$ cat src/source/axi_read_pkg.sv
package axi_read_pkg;

  // Channel field widths
  localparam int unsigned IdWidth   = 4;
  localparam int unsigned AddrWidth = 32;
  localparam int unsigned DataWidth = 32;

  typedef logic [IdWidth-1:0]   id_t;
  typedef logic [AddrWidth-1:0] addr_t;
  typedef logic [DataWidth-1:0] data_t;

  // Beat count minus one
  typedef logic [7:0] len_t;

  typedef logic [1:0] resp_t;

  // Response codes used by the guard
  localparam resp_t RespOkay   = 2'b00;
  localparam resp_t RespSlvErr = 2'b10;

endpackage

$ cat src/source/guard_pkg.sv
package guard_pkg;

  // Cause of the first fault seen since reset
  typedef enum logic [2:0] {
    FaultNone     = 3'd0,
    FaultMismatch = 3'd1,
    FaultArStall  = 3'd2,
    FaultArToR    = 3'd3,
    FaultRToLast  = 3'd4
  } fault_cause_e;

  // Phase of a transaction slot
  typedef enum logic [1:0] {
    PhaseFree = 2'd0,
    PhaseAddr = 2'd1,
    PhaseData = 2'd2
  } slot_phase_e;

endpackage

$ cat src/source/txn_tracker.sv
`timescale 1ns/1ps

module txn_tracker #(
  parameter int unsigned MaxTxns = 4,
  parameter int unsigned MaxIds  = 4,
  localparam int unsigned SlotW  = (MaxTxns > 1) ? $clog2(MaxTxns) : 1
) (
  input  logic              clk_i,
  input  logic              rst_ni,
  input  logic              push_i,
  input  axi_read_pkg::id_t push_id_i,
  input  logic              lookup_i,
  input  axi_read_pkg::id_t lookup_id_i,
  input  logic              pop_i,
  output logic              full_o,
  output logic [SlotW-1:0]  push_slot_o,
  output logic              hit_o,
  output logic [SlotW-1:0]  hit_slot_o
);
  import axi_read_pkg::*;

  localparam int unsigned HtW = (MaxIds > 1) ? $clog2(MaxIds) : 1;

  // Head-tail table, one entry per ID with reads outstanding
  logic [MaxIds-1:0]  ht_free_q, ht_free_d;
  id_t                ht_id_q   [MaxIds];
  id_t                ht_id_d   [MaxIds];
  logic [SlotW-1:0]   ht_head_q [MaxIds];
  logic [SlotW-1:0]   ht_head_d [MaxIds];
  logic [SlotW-1:0]   ht_tail_q [MaxIds];
  logic [SlotW-1:0]   ht_tail_d [MaxIds];

  // Slot pool, linked per ID in acceptance order
  logic [MaxTxns-1:0] slot_free_q, slot_free_d;
  logic [SlotW-1:0]   slot_next_q [MaxTxns];
  logic [SlotW-1:0]   slot_next_d [MaxTxns];

  logic [MaxIds-1:0]  lookup_match, push_match;
  logic [HtW-1:0]     lookup_idx, push_idx, ht_free_idx, open_idx;
  logic [SlotW-1:0]   slot_free_idx;
  logic               pop, ht_emptied, push_hit, append;

  // Parallel ID compare against live entries
  always_comb begin
    for (int i = 0; i < MaxIds; i++) begin
      lookup_match[i] = !ht_free_q[i] && (ht_id_q[i] == lookup_id_i);
      push_match[i]   = !ht_free_q[i] && (ht_id_q[i] == push_id_i);
    end
  end

  // Lowest index wins in every search
  always_comb begin
    lookup_idx    = '0;
    push_idx      = '0;
    ht_free_idx   = '0;
    slot_free_idx = '0;
    for (int i = MaxIds - 1; i >= 0; i--) begin
      if (lookup_match[i]) begin
        lookup_idx = HtW'(i);
      end
      if (push_match[i]) begin
        push_idx = HtW'(i);
      end
      if (ht_free_q[i]) begin
        ht_free_idx = HtW'(i);
      end
    end
    for (int i = MaxTxns - 1; i >= 0; i--) begin
      if (slot_free_q[i]) begin
        slot_free_idx = SlotW'(i);
      end
    end
  end

  assign hit_o      = lookup_i && (|lookup_match);
  assign hit_slot_o = ht_head_q[lookup_idx];
  assign pop        = pop_i && hit_o;
  assign ht_emptied = pop && (ht_head_q[lookup_idx] == ht_tail_q[lookup_idx]);
  assign push_hit   = |push_match;

  // An ID whose only read is popped this cycle gets its entry reopened
  assign append   = push_hit && !(ht_emptied && (push_idx == lookup_idx));
  assign open_idx = push_hit ? push_idx : ((|ht_free_q) ? ht_free_idx : lookup_idx);

  // A slot freed by a pop in the same cycle can take the push
  assign push_slot_o = (|slot_free_q) ? slot_free_idx : hit_slot_o;
  assign full_o      = !(((|slot_free_q) || pop) &&
                         ((|ht_free_q) || ht_emptied || push_hit));

  always_comb begin
    ht_free_d   = ht_free_q;
    ht_id_d     = ht_id_q;
    ht_head_d   = ht_head_q;
    ht_tail_d   = ht_tail_q;
    slot_free_d = slot_free_q;
    slot_next_d = slot_next_q;

    // Unlink the head of the returning ID
    if (pop) begin
      slot_free_d[hit_slot_o] = 1'b1;
      if (ht_emptied) begin
        ht_free_d[lookup_idx] = 1'b1;
      end else begin
        ht_head_d[lookup_idx] = slot_next_q[hit_slot_o];
      end
    end

    if (push_i) begin
      slot_free_d[push_slot_o] = 1'b0;
      if (append) begin
        slot_next_d[ht_tail_q[push_idx]] = push_slot_o;
        ht_tail_d[push_idx]              = push_slot_o;
      end else begin
        ht_free_d[open_idx] = 1'b0;
        ht_id_d[open_idx]   = push_id_i;
        ht_head_d[open_idx] = push_slot_o;
        ht_tail_d[open_idx] = push_slot_o;
      end
    end
  end

  always_ff @(posedge clk_i or negedge rst_ni) begin
    if (!rst_ni) begin
      ht_free_q   <= '1;
      slot_free_q <= '1;
    end else begin
      ht_free_q   <= ht_free_d;
      slot_free_q <= slot_free_d;
    end
  end

  always_ff @(posedge clk_i) begin
    ht_id_q     <= ht_id_d;
    ht_head_q   <= ht_head_d;
    ht_tail_q   <= ht_tail_d;
    slot_next_q <= slot_next_d;
  end

endmodule

$ cat src/source/slot_timers.sv
`timescale 1ns/1ps

module slot_timers #(
  parameter int unsigned MaxTxns  = 4,
  parameter int unsigned CntWidth = 8,
  localparam int unsigned SlotW   = (MaxTxns > 1) ? $clog2(MaxTxns) : 1
) (
  input  logic                     clk_i,
  input  logic                     rst_ni,
  input  logic                     push_i,
  input  logic [SlotW-1:0]         push_slot_i,
  input  axi_read_pkg::id_t        push_id_i,
  input  logic                     beat_i,
  input  logic [SlotW-1:0]         beat_slot_i,
  input  logic                     pop_i,
  input  logic [CntWidth-1:0]      budget_ar_r_i,
  input  logic [CntWidth-1:0]      budget_r_last_i,
  output logic                     timeout_o,
  output guard_pkg::fault_cause_e  timeout_cause_o,
  output axi_read_pkg::id_t        timeout_id_o
);
  import axi_read_pkg::*;
  import guard_pkg::*;

  slot_phase_e         phase_q [MaxTxns];
  id_t                 id_q    [MaxTxns];
  logic [CntWidth-1:0] cnt_q   [MaxTxns];
  logic [MaxTxns-1:0]  at_budget;

  // Budget depends on which phase the slot is in
  always_comb begin
    for (int i = 0; i < MaxTxns; i++) begin
      case (phase_q[i])
        PhaseAddr: at_budget[i] = (cnt_q[i] == budget_ar_r_i);
        PhaseData: at_budget[i] = (cnt_q[i] == budget_r_last_i);
        default:   at_budget[i] = 1'b0;
      endcase
    end
  end

  // Report the lowest slot that ran out
  always_comb begin
    timeout_o       = 1'b0;
    timeout_cause_o = FaultNone;
    timeout_id_o    = '0;
    for (int i = MaxTxns - 1; i >= 0; i--) begin
      if (at_budget[i]) begin
        timeout_o       = 1'b1;
        timeout_cause_o = (phase_q[i] == PhaseAddr) ? FaultArToR : FaultRToLast;
        timeout_id_o    = id_q[i];
      end
    end
  end

  always_ff @(posedge clk_i or negedge rst_ni) begin
    if (!rst_ni) begin
      for (int i = 0; i < MaxTxns; i++) begin
        phase_q[i] <= PhaseFree;
        cnt_q[i]   <= '0;
      end
    end else begin
      for (int i = 0; i < MaxTxns; i++) begin
        if (push_i && (push_slot_i == SlotW'(i))) begin
          phase_q[i] <= PhaseAddr;
          cnt_q[i]   <= '0;
        end else if (pop_i && (beat_slot_i == SlotW'(i))) begin
          phase_q[i] <= PhaseFree;
        end else if (beat_i && (beat_slot_i == SlotW'(i)) && (phase_q[i] == PhaseAddr)) begin
          // First beat starts the burst timer
          phase_q[i] <= PhaseData;
          cnt_q[i]   <= '0;
        end else if ((phase_q[i] != PhaseFree) && !at_budget[i]) begin
          cnt_q[i] <= cnt_q[i] + 1'b1;
        end
      end
    end
  end

  always_ff @(posedge clk_i) begin
    for (int i = 0; i < MaxTxns; i++) begin
      if (push_i && (push_slot_i == SlotW'(i))) begin
        id_q[i] <= push_id_i;
      end
    end
  end

endmodule

$ cat src/source/fault_ctrl.sv
`timescale 1ns/1ps

module fault_ctrl #(
  parameter int unsigned CntWidth = 8
) (
  input  logic                     clk_i,
  input  logic                     rst_ni,
  input  logic                     ar_valid_i,
  input  logic                     ar_ready_i,
  input  axi_read_pkg::id_t        ar_id_i,
  input  logic                     full_i,
  input  logic                     r_xfer_i,
  input  logic                     hit_i,
  input  axi_read_pkg::id_t        r_id_i,
  input  logic                     timeout_i,
  input  guard_pkg::fault_cause_e  timeout_cause_i,
  input  axi_read_pkg::id_t        timeout_id_i,
  input  logic [CntWidth-1:0]      budget_ar_stall_i,
  output logic                     ar_pass_o,
  output logic                     reset_req_o,
  output logic                     irq_o,
  output guard_pkg::fault_cause_e  fault_cause_o,
  output axi_read_pkg::id_t        fault_id_o
);
  import axi_read_pkg::*;
  import guard_pkg::*;

  logic [CntWidth-1:0] stall_q;
  logic                stalled, stall_fault, mismatch;
  logic                fault;
  fault_cause_e        cause_d;
  id_t                 id_d;

  assign stalled     = ar_valid_i && !ar_ready_i;
  assign stall_fault = stalled && (stall_q == budget_ar_stall_i);
  assign mismatch    = r_xfer_i && !hit_i;

  // Priority: mismatch, then AR stall, then slot timeout
  always_comb begin
    fault   = 1'b1;
    cause_d = FaultNone;
    id_d    = '0;
    if (mismatch) begin
      cause_d = FaultMismatch;
      id_d    = r_id_i;
    end else if (stall_fault) begin
      cause_d = FaultArStall;
      id_d    = ar_id_i;
    end else if (timeout_i) begin
      cause_d = timeout_cause_i;
      id_d    = timeout_id_i;
    end else begin
      fault = 1'b0;
    end
  end

  // Consecutive cycles of AR valid without ready
  always_ff @(posedge clk_i or negedge rst_ni) begin
    if (!rst_ni) begin
      stall_q <= '0;
    end else if (!stalled) begin
      stall_q <= '0;
    end else if (!stall_fault) begin
      stall_q <= stall_q + 1'b1;
    end
  end

  // Only the first fault is recorded
  always_ff @(posedge clk_i or negedge rst_ni) begin
    if (!rst_ni) begin
      reset_req_o   <= 1'b0;
      irq_o         <= 1'b0;
      fault_cause_o <= FaultNone;
      fault_id_o    <= '0;
    end else begin
      irq_o <= 1'b0;
      if (fault && !reset_req_o) begin
        reset_req_o   <= 1'b1;
        irq_o         <= 1'b1;
        fault_cause_o <= cause_d;
        fault_id_o    <= id_d;
      end
    end
  end

  assign ar_pass_o = !full_i && !reset_req_o;

endmodule

$ cat src/source/read_guard_top.sv
`timescale 1ns/1ps

module read_guard_top #(
  parameter int unsigned MaxTxns  = 4,
  parameter int unsigned MaxIds   = 4,
  parameter int unsigned CntWidth = 8
) (
  input  logic                     clk_i,
  input  logic                     rst_ni,
  // Manager side
  input  logic                     m_ar_valid_i,
  output logic                     m_ar_ready_o,
  input  axi_read_pkg::id_t        m_ar_id_i,
  input  axi_read_pkg::addr_t      m_ar_addr_i,
  input  axi_read_pkg::len_t       m_ar_len_i,
  output logic                     m_r_valid_o,
  input  logic                     m_r_ready_i,
  output axi_read_pkg::id_t        m_r_id_o,
  output axi_read_pkg::data_t      m_r_data_o,
  output axi_read_pkg::resp_t      m_r_resp_o,
  output logic                     m_r_last_o,
  // Subordinate side
  output logic                     s_ar_valid_o,
  input  logic                     s_ar_ready_i,
  output axi_read_pkg::id_t        s_ar_id_o,
  output axi_read_pkg::addr_t      s_ar_addr_o,
  output axi_read_pkg::len_t       s_ar_len_o,
  input  logic                     s_r_valid_i,
  output logic                     s_r_ready_o,
  input  axi_read_pkg::id_t        s_r_id_i,
  input  axi_read_pkg::data_t      s_r_data_i,
  input  axi_read_pkg::resp_t      s_r_resp_i,
  input  logic                     s_r_last_i,
  // Budgets in cycles
  input  logic [CntWidth-1:0]      budget_ar_stall_i,
  input  logic [CntWidth-1:0]      budget_ar_r_i,
  input  logic [CntWidth-1:0]      budget_r_last_i,
  output logic                     reset_req_o,
  output logic                     irq_o,
  output guard_pkg::fault_cause_e  fault_cause_o,
  output axi_read_pkg::id_t        fault_id_o
);
  import axi_read_pkg::*;
  import guard_pkg::*;

  localparam int unsigned SlotW = (MaxTxns > 1) ? $clog2(MaxTxns) : 1;

  logic             ar_pass, ar_xfer, r_xfer, r_pop;
  logic             full, hit, timeout;
  logic [SlotW-1:0] push_slot, hit_slot;
  fault_cause_e     timeout_cause;
  id_t              timeout_id;

  // AR is held back while the pool is full or after a fault
  assign s_ar_valid_o = m_ar_valid_i && ar_pass;
  assign m_ar_ready_o = s_ar_ready_i && ar_pass;
  assign s_ar_id_o    = m_ar_id_i;
  assign s_ar_addr_o  = m_ar_addr_i;
  assign s_ar_len_o   = m_ar_len_i;
  assign ar_xfer      = s_ar_valid_o && s_ar_ready_i;

  assign m_r_valid_o = s_r_valid_i;
  assign s_r_ready_o = m_r_ready_i;
  assign m_r_id_o    = s_r_id_i;
  assign m_r_data_o  = s_r_data_i;
  assign m_r_last_o  = s_r_last_i;
  assign m_r_resp_o  = reset_req_o ? RespSlvErr : s_r_resp_i;
  assign r_xfer      = s_r_valid_i && m_r_ready_i;
  assign r_pop       = r_xfer && s_r_last_i;

  txn_tracker #(
    .MaxTxns (MaxTxns),
    .MaxIds  (MaxIds)
  ) tracker0 (
    .clk_i       (clk_i),
    .rst_ni      (rst_ni),
    .push_i      (ar_xfer),
    .push_id_i   (m_ar_id_i),
    .lookup_i    (r_xfer),
    .lookup_id_i (s_r_id_i),
    .pop_i       (r_pop),
    .full_o      (full),
    .push_slot_o (push_slot),
    .hit_o       (hit),
    .hit_slot_o  (hit_slot)
  );

  slot_timers #(
    .MaxTxns  (MaxTxns),
    .CntWidth (CntWidth)
  ) timers0 (
    .clk_i           (clk_i),
    .rst_ni          (rst_ni),
    .push_i          (ar_xfer),
    .push_slot_i     (push_slot),
    .push_id_i       (m_ar_id_i),
    .beat_i          (hit),
    .beat_slot_i     (hit_slot),
    .pop_i           (r_pop && hit),
    .budget_ar_r_i   (budget_ar_r_i),
    .budget_r_last_i (budget_r_last_i),
    .timeout_o       (timeout),
    .timeout_cause_o (timeout_cause),
    .timeout_id_o    (timeout_id)
  );

  fault_ctrl #(
    .CntWidth (CntWidth)
  ) fault0 (
    .clk_i             (clk_i),
    .rst_ni            (rst_ni),
    .ar_valid_i        (s_ar_valid_o),
    .ar_ready_i        (s_ar_ready_i),
    .ar_id_i           (m_ar_id_i),
    .full_i            (full),
    .r_xfer_i          (r_xfer),
    .hit_i             (hit),
    .r_id_i            (s_r_id_i),
    .timeout_i         (timeout),
    .timeout_cause_i   (timeout_cause),
    .timeout_id_i      (timeout_id),
    .budget_ar_stall_i (budget_ar_stall_i),
    .ar_pass_o         (ar_pass),
    .reset_req_o       (reset_req_o),
    .irq_o             (irq_o),
    .fault_cause_o     (fault_cause_o),
    .fault_id_o        (fault_id_o)
  );

endmodule

$ cat config.mk
export PLATFORM = sky130hd
export DESIGN_NAME = read_guard_top
export DESIGN_NICKNAME = d
export VERILOG_FILES = /design/src/source/axi_read_pkg.sv /design/src/source/guard_pkg.sv /design/src/source/txn_tracker.sv /design/src/source/slot_timers.sv /design/src/source/fault_ctrl.sv /design/src/source/read_guard_top.sv
export SDC_FILE = /design/constraint.sdc
export NUM_CORES = 1
export LEC_CHECK = 0
export ABC_AREA = 1
export BUFFER_PORTS_ARGS = -buffer_cell sky130_fd_sc_hd__buf_2
export CAP_MARGIN = 20
export CORE_MARGIN = 1.5
export CORE_UTILIZATION = 45
export CTS_CLUSTER_SIZE = 24
export DETAILED_ROUTE_END_ITERATION = 6
export GPL_TIMING_DRIVEN = 0
export PLACE_DENSITY = 0.76
export SYNTH_ARGS = -nofsm -noshare
export SYNTH_HDL_FRONTEND = slang
export SYNTH_HIERARCHICAL = 1
export SYNTH_SLANG_ARGS = --single-unit
$ cat constraint.sdc
create_clock -name clk_i -period 3.6 [get_ports clk_i]
set_clock_uncertainty 0.15 [all_clocks]
set_input_delay 0.36 -clock clk_i [delete_from_list [all_inputs] [get_ports clk_i]]
set_output_delay 0.36 -clock clk_i [all_outputs]
set_load 0.01 [all_outputs]
Word-level counts from Yosys, hierarchy flattened --
Memories as Yosys holds them, arrays and structs flattened. Index checks and enable logic that the tools add are counted.
Word-level totals: memories kept 1, bits in writable memories 16, input port bits 113, register bits 105, output and inout bits 96, logic and storage cells 342
Memories:
- timers0.id_q | words 4, bits a word 4, rd ports 4, clocked after Yosys merged registers in 0, wr ports 1, RTL line slot_timers.sv:26 | id_t id_q [MaxTxns];
Operators by class: equal/unequal tests 38, mux-type cells 144, bitwise gates (word level) 12, $lt $le $gt $ge 17, add/sub/neg operators 5, reductions and logical operators 94
Operator list (number):
- two-way mux 8 bit | 23
- two-way mux 2 bit | 47
- == test 8 bit | 9
- two-way mux 4 bit | 17
- logical AND 1 bit | 52
- adder 8 x 1 -> 8 bit, second input constant | 5
- bitwise mux 8 bit | 5
- two-way mux 3 bit | 11
- == test 4 bit | 8
- OR reduction 4 bit | 7
- nonzero test 3 bit | 8
- two-way mux 1 bit | 23
- binary-select mux 2 bit (select 2 bit) | 4
- bitwise mux 16 bit | 1
- demux 2 bit (select 2 bit) | 4
- == test 2 bit, second input constant | 8
- greater-or-equal comparator 3 bit, second input constant | 5
- NOT 2 -> 3 bit | 5
- == test 2 x 1 -> 1 bit, second input constant | 6
- zero test 1 bit | 12
- less-than comparator 2 x 3 -> 1 bit, second input constant | 4
- less-than comparator 3 x 1 -> 1 bit, second input constant | 4
- AND reduction 2 bit | 6
- bitwise AND 4 bit | 2
- other kinds (13) | 34

Logic depth before layout (Yosys ltp) --
depth in word-level cells 25, depth in mapped cells 29, mapped depth without buffers 28

Hierarchy --
Netlist, hierarchy kept.
By module, submodules not included:
- slot_timers | cells each 642, area each 4550.6 um^2, instances 1
- txn_tracker | cells each 432, area each 3365.7 um^2, instances 1
- fault_ctrl | cells each 173, area each 1134.8 um^2, instances 1
- read_guard_top | cells each 98, area each 690.7 um^2, instances 1

Least setup slack after synthesis --
No wires, ideal clock.
path type register to register, start register tracker0.ht_free_q[0], end register timers0/cnt_q[26] (netlist name), cell stages (with the launch flop) 28, clock period less this slack 3.525 ns, slack 0.075 ns, setup time 0.065 ns, data arrival time 3.310 ns, path buffers 1, cell sequence dfstp_2 > inv_1 > nand2_1 > nor2_4 > nand3b_4 > nand2_4 > nor2_4 > nand2_2 > nand2_2 > clkinv_4 > nand2_8 > inv_6 > nand2_2 > nand3_2 > nor2_2 > o22ai_1 > nor2_1 > nand2_1 > nor2_1 > inv_2 > nor3_4 > inv_1 > a21oi_1 > nand2_4 > nand2_2 > buf_6 > nand3_1 > nand2_1
Between the ends: word-level cells in the longest chain between the ends 18
Ends and longest elaborated chain:
- start, declared | RTL line txn_tracker.sv:25 | logic [MaxIds-1:0] ht_free_q, ht_free_d;
- start signal, assigned | RTL line txn_tracker.sv:127 | ht_free_q <= ht_free_d;
- zero test 1 bit (*) | RTL line txn_tracker.sv:46 | lookup_match[i] = !ht_free_q[i] && (ht_id_q[i] == lookup_id_i);
- logical AND 1 bit (*) | RTL line txn_tracker.sv:46
- two-way mux 2 bit (*) | RTL line txn_tracker.sv:58 | if (lookup_match[i]) begin
- NOT 2 -> 3 bit (not written as such) (*) | RTL line txn_tracker.sv:76 | assign hit_slot_o = ht_head_q[lookup_idx];
- binary-select mux 2 bit (select 2 bit) (*) | RTL line txn_tracker.sv:76
- two-way mux 2 bit (not written as such) (*) (2 in series) | RTL line txn_tracker.sv:76
- via hit_slot[0] | RTL line read_guard_top.sv:50 | logic [SlotW-1:0] push_slot, hit_slot;
- == test 2 bit (*) | RTL line txn_tracker.sv:78 | assign ht_emptied = pop && (ht_head_q[lookup_idx] == ht_tail_q[lookup_idx]);
- [4 not listed]
- logical AND 1 bit (*) | RTL line fault_ctrl.sv:86 | assign ar_pass_o = !full_i && !reset_req_o;
- via ar_pass | RTL line read_guard_top.sv:48 | logic ar_pass, ar_xfer, r_xfer, r_pop;
- logical AND 1 bit (*) | RTL line read_guard_top.sv:55 | assign s_ar_valid_o = m_ar_valid_i && ar_pass;
- logical AND 1 bit (*) | RTL line read_guard_top.sv:60 | assign ar_xfer = s_ar_valid_o && s_ar_ready_i;
- via ar_xfer | RTL line read_guard_top.sv:48
- logical AND 1 bit (*) | RTL line slot_timers.sv:63 | if (push_i && (push_slot_i == SlotW'(i))) begin
- != test 2 bit (no source line) / nonzero test 3 bit (equally long branches)
- AND reduction 2 bit (no source line)
- end signal, assigned by index | RTL line slot_timers.sv:73 | cnt_q[i] <= cnt_q[i] + 1'b1;
- end, declared | RTL line slot_timers.sv:27 | logic [CntWidth-1:0] cnt_q [MaxTxns];
Mark *: on every way through the listed nets, which the timed path passes. The rest lies on a longest branch. The select of a mux whose other input is x is not followed. A chain may end at the register's enable or synchronous reset.

Worst setup path in the final report --
start register tracker0/ht_id_q[0] (netlist name), end register timers0/cnt_q[23] (netlist name)
Between the ends: word-level cells in the longest chain between the ends 21
Ends and longest elaborated chain:
- start, declared | RTL line txn_tracker.sv:26 | id_t ht_id_q [MaxIds];
- start signal, assigned | RTL line txn_tracker.sv:133 | ht_id_q <= ht_id_d;
- == test 4 bit | RTL line txn_tracker.sv:46
- logical AND 1 bit | RTL line txn_tracker.sv:46
- two-way mux 2 bit (4 in series) | RTL line txn_tracker.sv:58
- NOT 2 -> 3 bit (not written as such) | RTL line txn_tracker.sv:78
- binary-select mux 2 bit (select 2 bit) | RTL line txn_tracker.sv:78
- two-way mux 2 bit (not written as such) (2 in series) | RTL line txn_tracker.sv:78
- == test 2 bit | RTL line txn_tracker.sv:78
- logical AND 1 bit | RTL line txn_tracker.sv:78
- [3 not listed]
- logical AND 1 bit (*) | RTL line fault_ctrl.sv:86
- via ar_pass | RTL line read_guard_top.sv:48
- logical AND 1 bit (*) | RTL line read_guard_top.sv:55
- logical AND 1 bit (*) | RTL line read_guard_top.sv:60
- via ar_xfer | RTL line read_guard_top.sv:48
- logical AND 1 bit (*) | RTL line slot_timers.sv:63
- != test 2 bit (no source line) / nonzero test 3 bit (equally long branches)
- AND reduction 2 bit (no source line)
Marks and branches as above.

==> metrics.yaml <==
worst_hold_path:
  hold_start: "m_ar_id_i[3]"
  hp-class: "in -> reg"
sta:
  slew_headroom: 0.410
  period_minus_slack_ns: 3.68
  max_slew.worst_pin.slew_ns: 0.885
  worst_hold_slack_ns: 0.174
  finalCritPeriodShare: 1.02
  layout_setup_ws_ns: -0.0812
  setup_viol: 34
  rsz0062_at_grt: "true"
  max_freq_ghz: 0.272
  drv_slew: 0
  timing_hold_violations_final: 0
critical_path:
  r2r-start: "tracker0/ht_id_q[0]"
  cpMaxStageDelayCell: "edfxtp_1"
  endpoint_kind: "flop"
  required_ns: 3.80
  critPathBufInv: 6
  r2r-end: "timers0/cnt_q[23]"
  rr_worst_depth: 29
  path_class: "reg -> reg"
  reg2reg_slack_ns: -0.08
  crit_path_frequent_cell: "nand2_2"
  start_kind: "flop"
  cpLargestDelayFamily: "simple AND/OR/NAND/NOR gates"
  cp.arrival_ns: 3.88
  max_stage_delay_ns: 0.42
  crit_end: "timers0/cnt_q[23]"
  startpoint: "tracker0/ht_id_q[0]"
  cp.depth: 29
  cp_max_fo: 7
cts:
  htree_num_levels: 4
  clock-root-buffer: "clkbuf_16"
  cts-buffers-inserted: 17
  cts_tree: "done"
  cts_buffer_depth: 2
  clkSinkCount: 121
  path_clk_slew_ns: 0.06
  insertion_delay_ns: 0.42
power_and_ir_drop:
  p_sw_mw: 2.41
  power.density_mw_per_mm2: 506
  peakVddDrop_v: 0.000345
  leakage_nw: 6.21
  seq_power_share: 0.298
  p_clk_frac: 0.297
  intPower_mw: 3.84
  swShare: 0.386
  comb_power_share: 0.404
global_route:
  grt_overflow_total: 0
  grt_max_degree: 66
  grt_antenna_before_repair: 0
  grt_first_pass_wirelength_mm: 41.1
  first_global_vias: 8638
  grt_usage: 0.230
finish:
  drive_gt1_frac: 0.354
  fin_nets: 1684
  layout_commonest_cell: "nand2_1"
  multi_input_area_mm2: 0.00537
  final_area_mm2: 0.0123
  areaGrowthSynthToFinish_pct: 26.6
  regArea_mm2: 0.00324
  nFillCells: 1806
  final_cell_mix: "nand2_1, inv_1, buf_2"
  n_antenna_cell: 0
synth:
  ys_warn_count: 6
  syn_inst: 1345
  yosysSeqAreaShare: 0.332
  synth_flop_cell: "dfrtp_1"
  synth_edf_count: 48
  synth_top_cell_by_area: "edfxtp_1"
  syn_nets: 1475
  synth_top_area_share: 0.148
  synth_seq_cells: 121
  synth_async_sr_flop_share: 0.537
  synth.area.top_cells: "edfxtp_1, dfrtp_1, nand2_1"
  ys_types: 58
  syn_area_mm2: 0.00974
  synth_area_per_cell_um2: 7.24
status:
  status: "complete, but fails checks"
  violations: "negative setup slack"
floorplan:
  die_w_um: 150
  start_util: 0.461
  die-area_mm2: 0.0225
  rows: 53
  ios: 209
  core-area_mm2: 0.0212
  die_y_um: 150
placement:
  io_buffers: 136
  gp_congestion: 0.927
  dp_hpwl_mm: 18.5
  placed_area_mm2: 0.0108
detailed_routing:
  vias_per_cell: 5.14
  wl_mm: 26.3
  drt_iter0_markers: 814
  wire_per_inst_um: 14.3
  vias: 9465
  drc: 0
  first_pass_iters: 7
  ant_nets: 0
flow_run:
  max-cap-violations: 0
## sequential cells by signal (all words and copies together) (netlist names), 8 cells and up
name / flops
fault0/stall_q: 8
timers0/cnt_q: 32
timers0/id_q: 16
timers0/phase_q: 8
tracker0/ht_head_q: 8
tracker0/ht_id_q: 16
tracker0/ht_tail_q: 8
tracker0/slot_next_q: 8
## worst min-delay path by stage
stage                                          to  slack, ns  cells after the start
after floorplan           fault0/fault_cause_o[0]      -0.09                      0
after global placement    fault0/fault_cause_o[1]       0.34                      2
after detailed placement     fault0/fault_id_o[1]       0.34                      2
after CTS                     tracker0/ht_id_q[3]       0.17                      1
after global routing          tracker0/ht_id_q[3]       0.17                      1
final                         tracker0/ht_id_q[3]       0.17                      1
## layout make-up
type                            count  area share
Tap cell                          275      0.0279
Multi-Input combinational cell    924       0.435
Inverter                          204      0.0654
Sequential cell                   121       0.263
Timing Repair Buffer              190      0.0949
Buffer                             96      0.0623
Clock inverter                     15      0.0172
Clock buffer                       17      0.0345
## layer usage
metal | wire (um) | global-route usage
met5 | 0 | 0
met4 | 615 | 0.0941
met3 | 1640 | 0.0382
met2 | 13100 | 0.404
met1 | 10900 | 0.279
## cells in the mapped netlist, types with 5 or more instances
cell	count
nand3_4	8
inv_2	22
xor2_1	17
xnor2_1	8
o21ai_0	30
nand2_4	7
nand3_1	111
dfrtp_1	57
nand2_2	35
dfstp_2	8
nor3b_1	7
edfxtp_1	48
nand2_1	371
a21oi_1	34
nand3_2	10
inv_1	174
nor2_4	17
nor3_4	5
ha_1	17
nor2_1	113
dfxtp_1	8
o21ai_2	16
nor2_2	16
o21ai_1	22
o22ai_1	9
nor3_1	19
nand4_1	12
buf_6	6
buf_4	86
## cells by family (layout without fill, tap and decap cells)
group,after synthesis,in the layout,synth area share
buf+inv,300,522,0.158
fa+ha+maj,17,17,0.0218
compound gates,128,128,0.0795
flops,121,121,0.332
simple gates,754,754,0.386
xor+xnor,25,25,0.0225
## power by group through the flow
stage	combinational, mW	clock (mW)	sequential, mW
after global placement	2.07	0	1.87
after CTS	2.29	1.88	1.85
final	2.53	1.86	1.86
after global routing	2.82	1.95	1.89
after floorplan	1.69	0	1.82
after detailed placement	2.13	0	1.87
## what timing repair did
action,4_1_cts,5_1_grt
hold buffers,1,0
pin swaps,33,39
gates cloned,3,1
buffers inserted,32,18
setup endpoints to repair,121,95
endpoints found under the hold margin,57,0
gates resized for setup,55,74
## stage by stage
| stage | power (mW) | TNS, ns | worst slack, ns | util | cells |
|---|---|---|---|---|---|
| 2_1_floorplan | 3.50 | 0 | 0.0750 | - | 1345 |
| 3_3_place_gp | 3.94 | -55.84 | -0.962 | 0.509 | 1756 |
| 3_5_place_dp | 4.00 | -63.63 | -0.983 | 0.509 | 1756 |
| 4_1_cts | 6.02 | -1.66 | -0.0899 | 0.562 | 1824 |
| 5_1_grt | 6.65 | -9.76 | -0.243 | 0.583 | 1842 |
| 6_report | 6.25 | -1.48 | -0.0812 | 0.583 | 1842 |
Note: power is estimated with default switching activity, not from simulation.
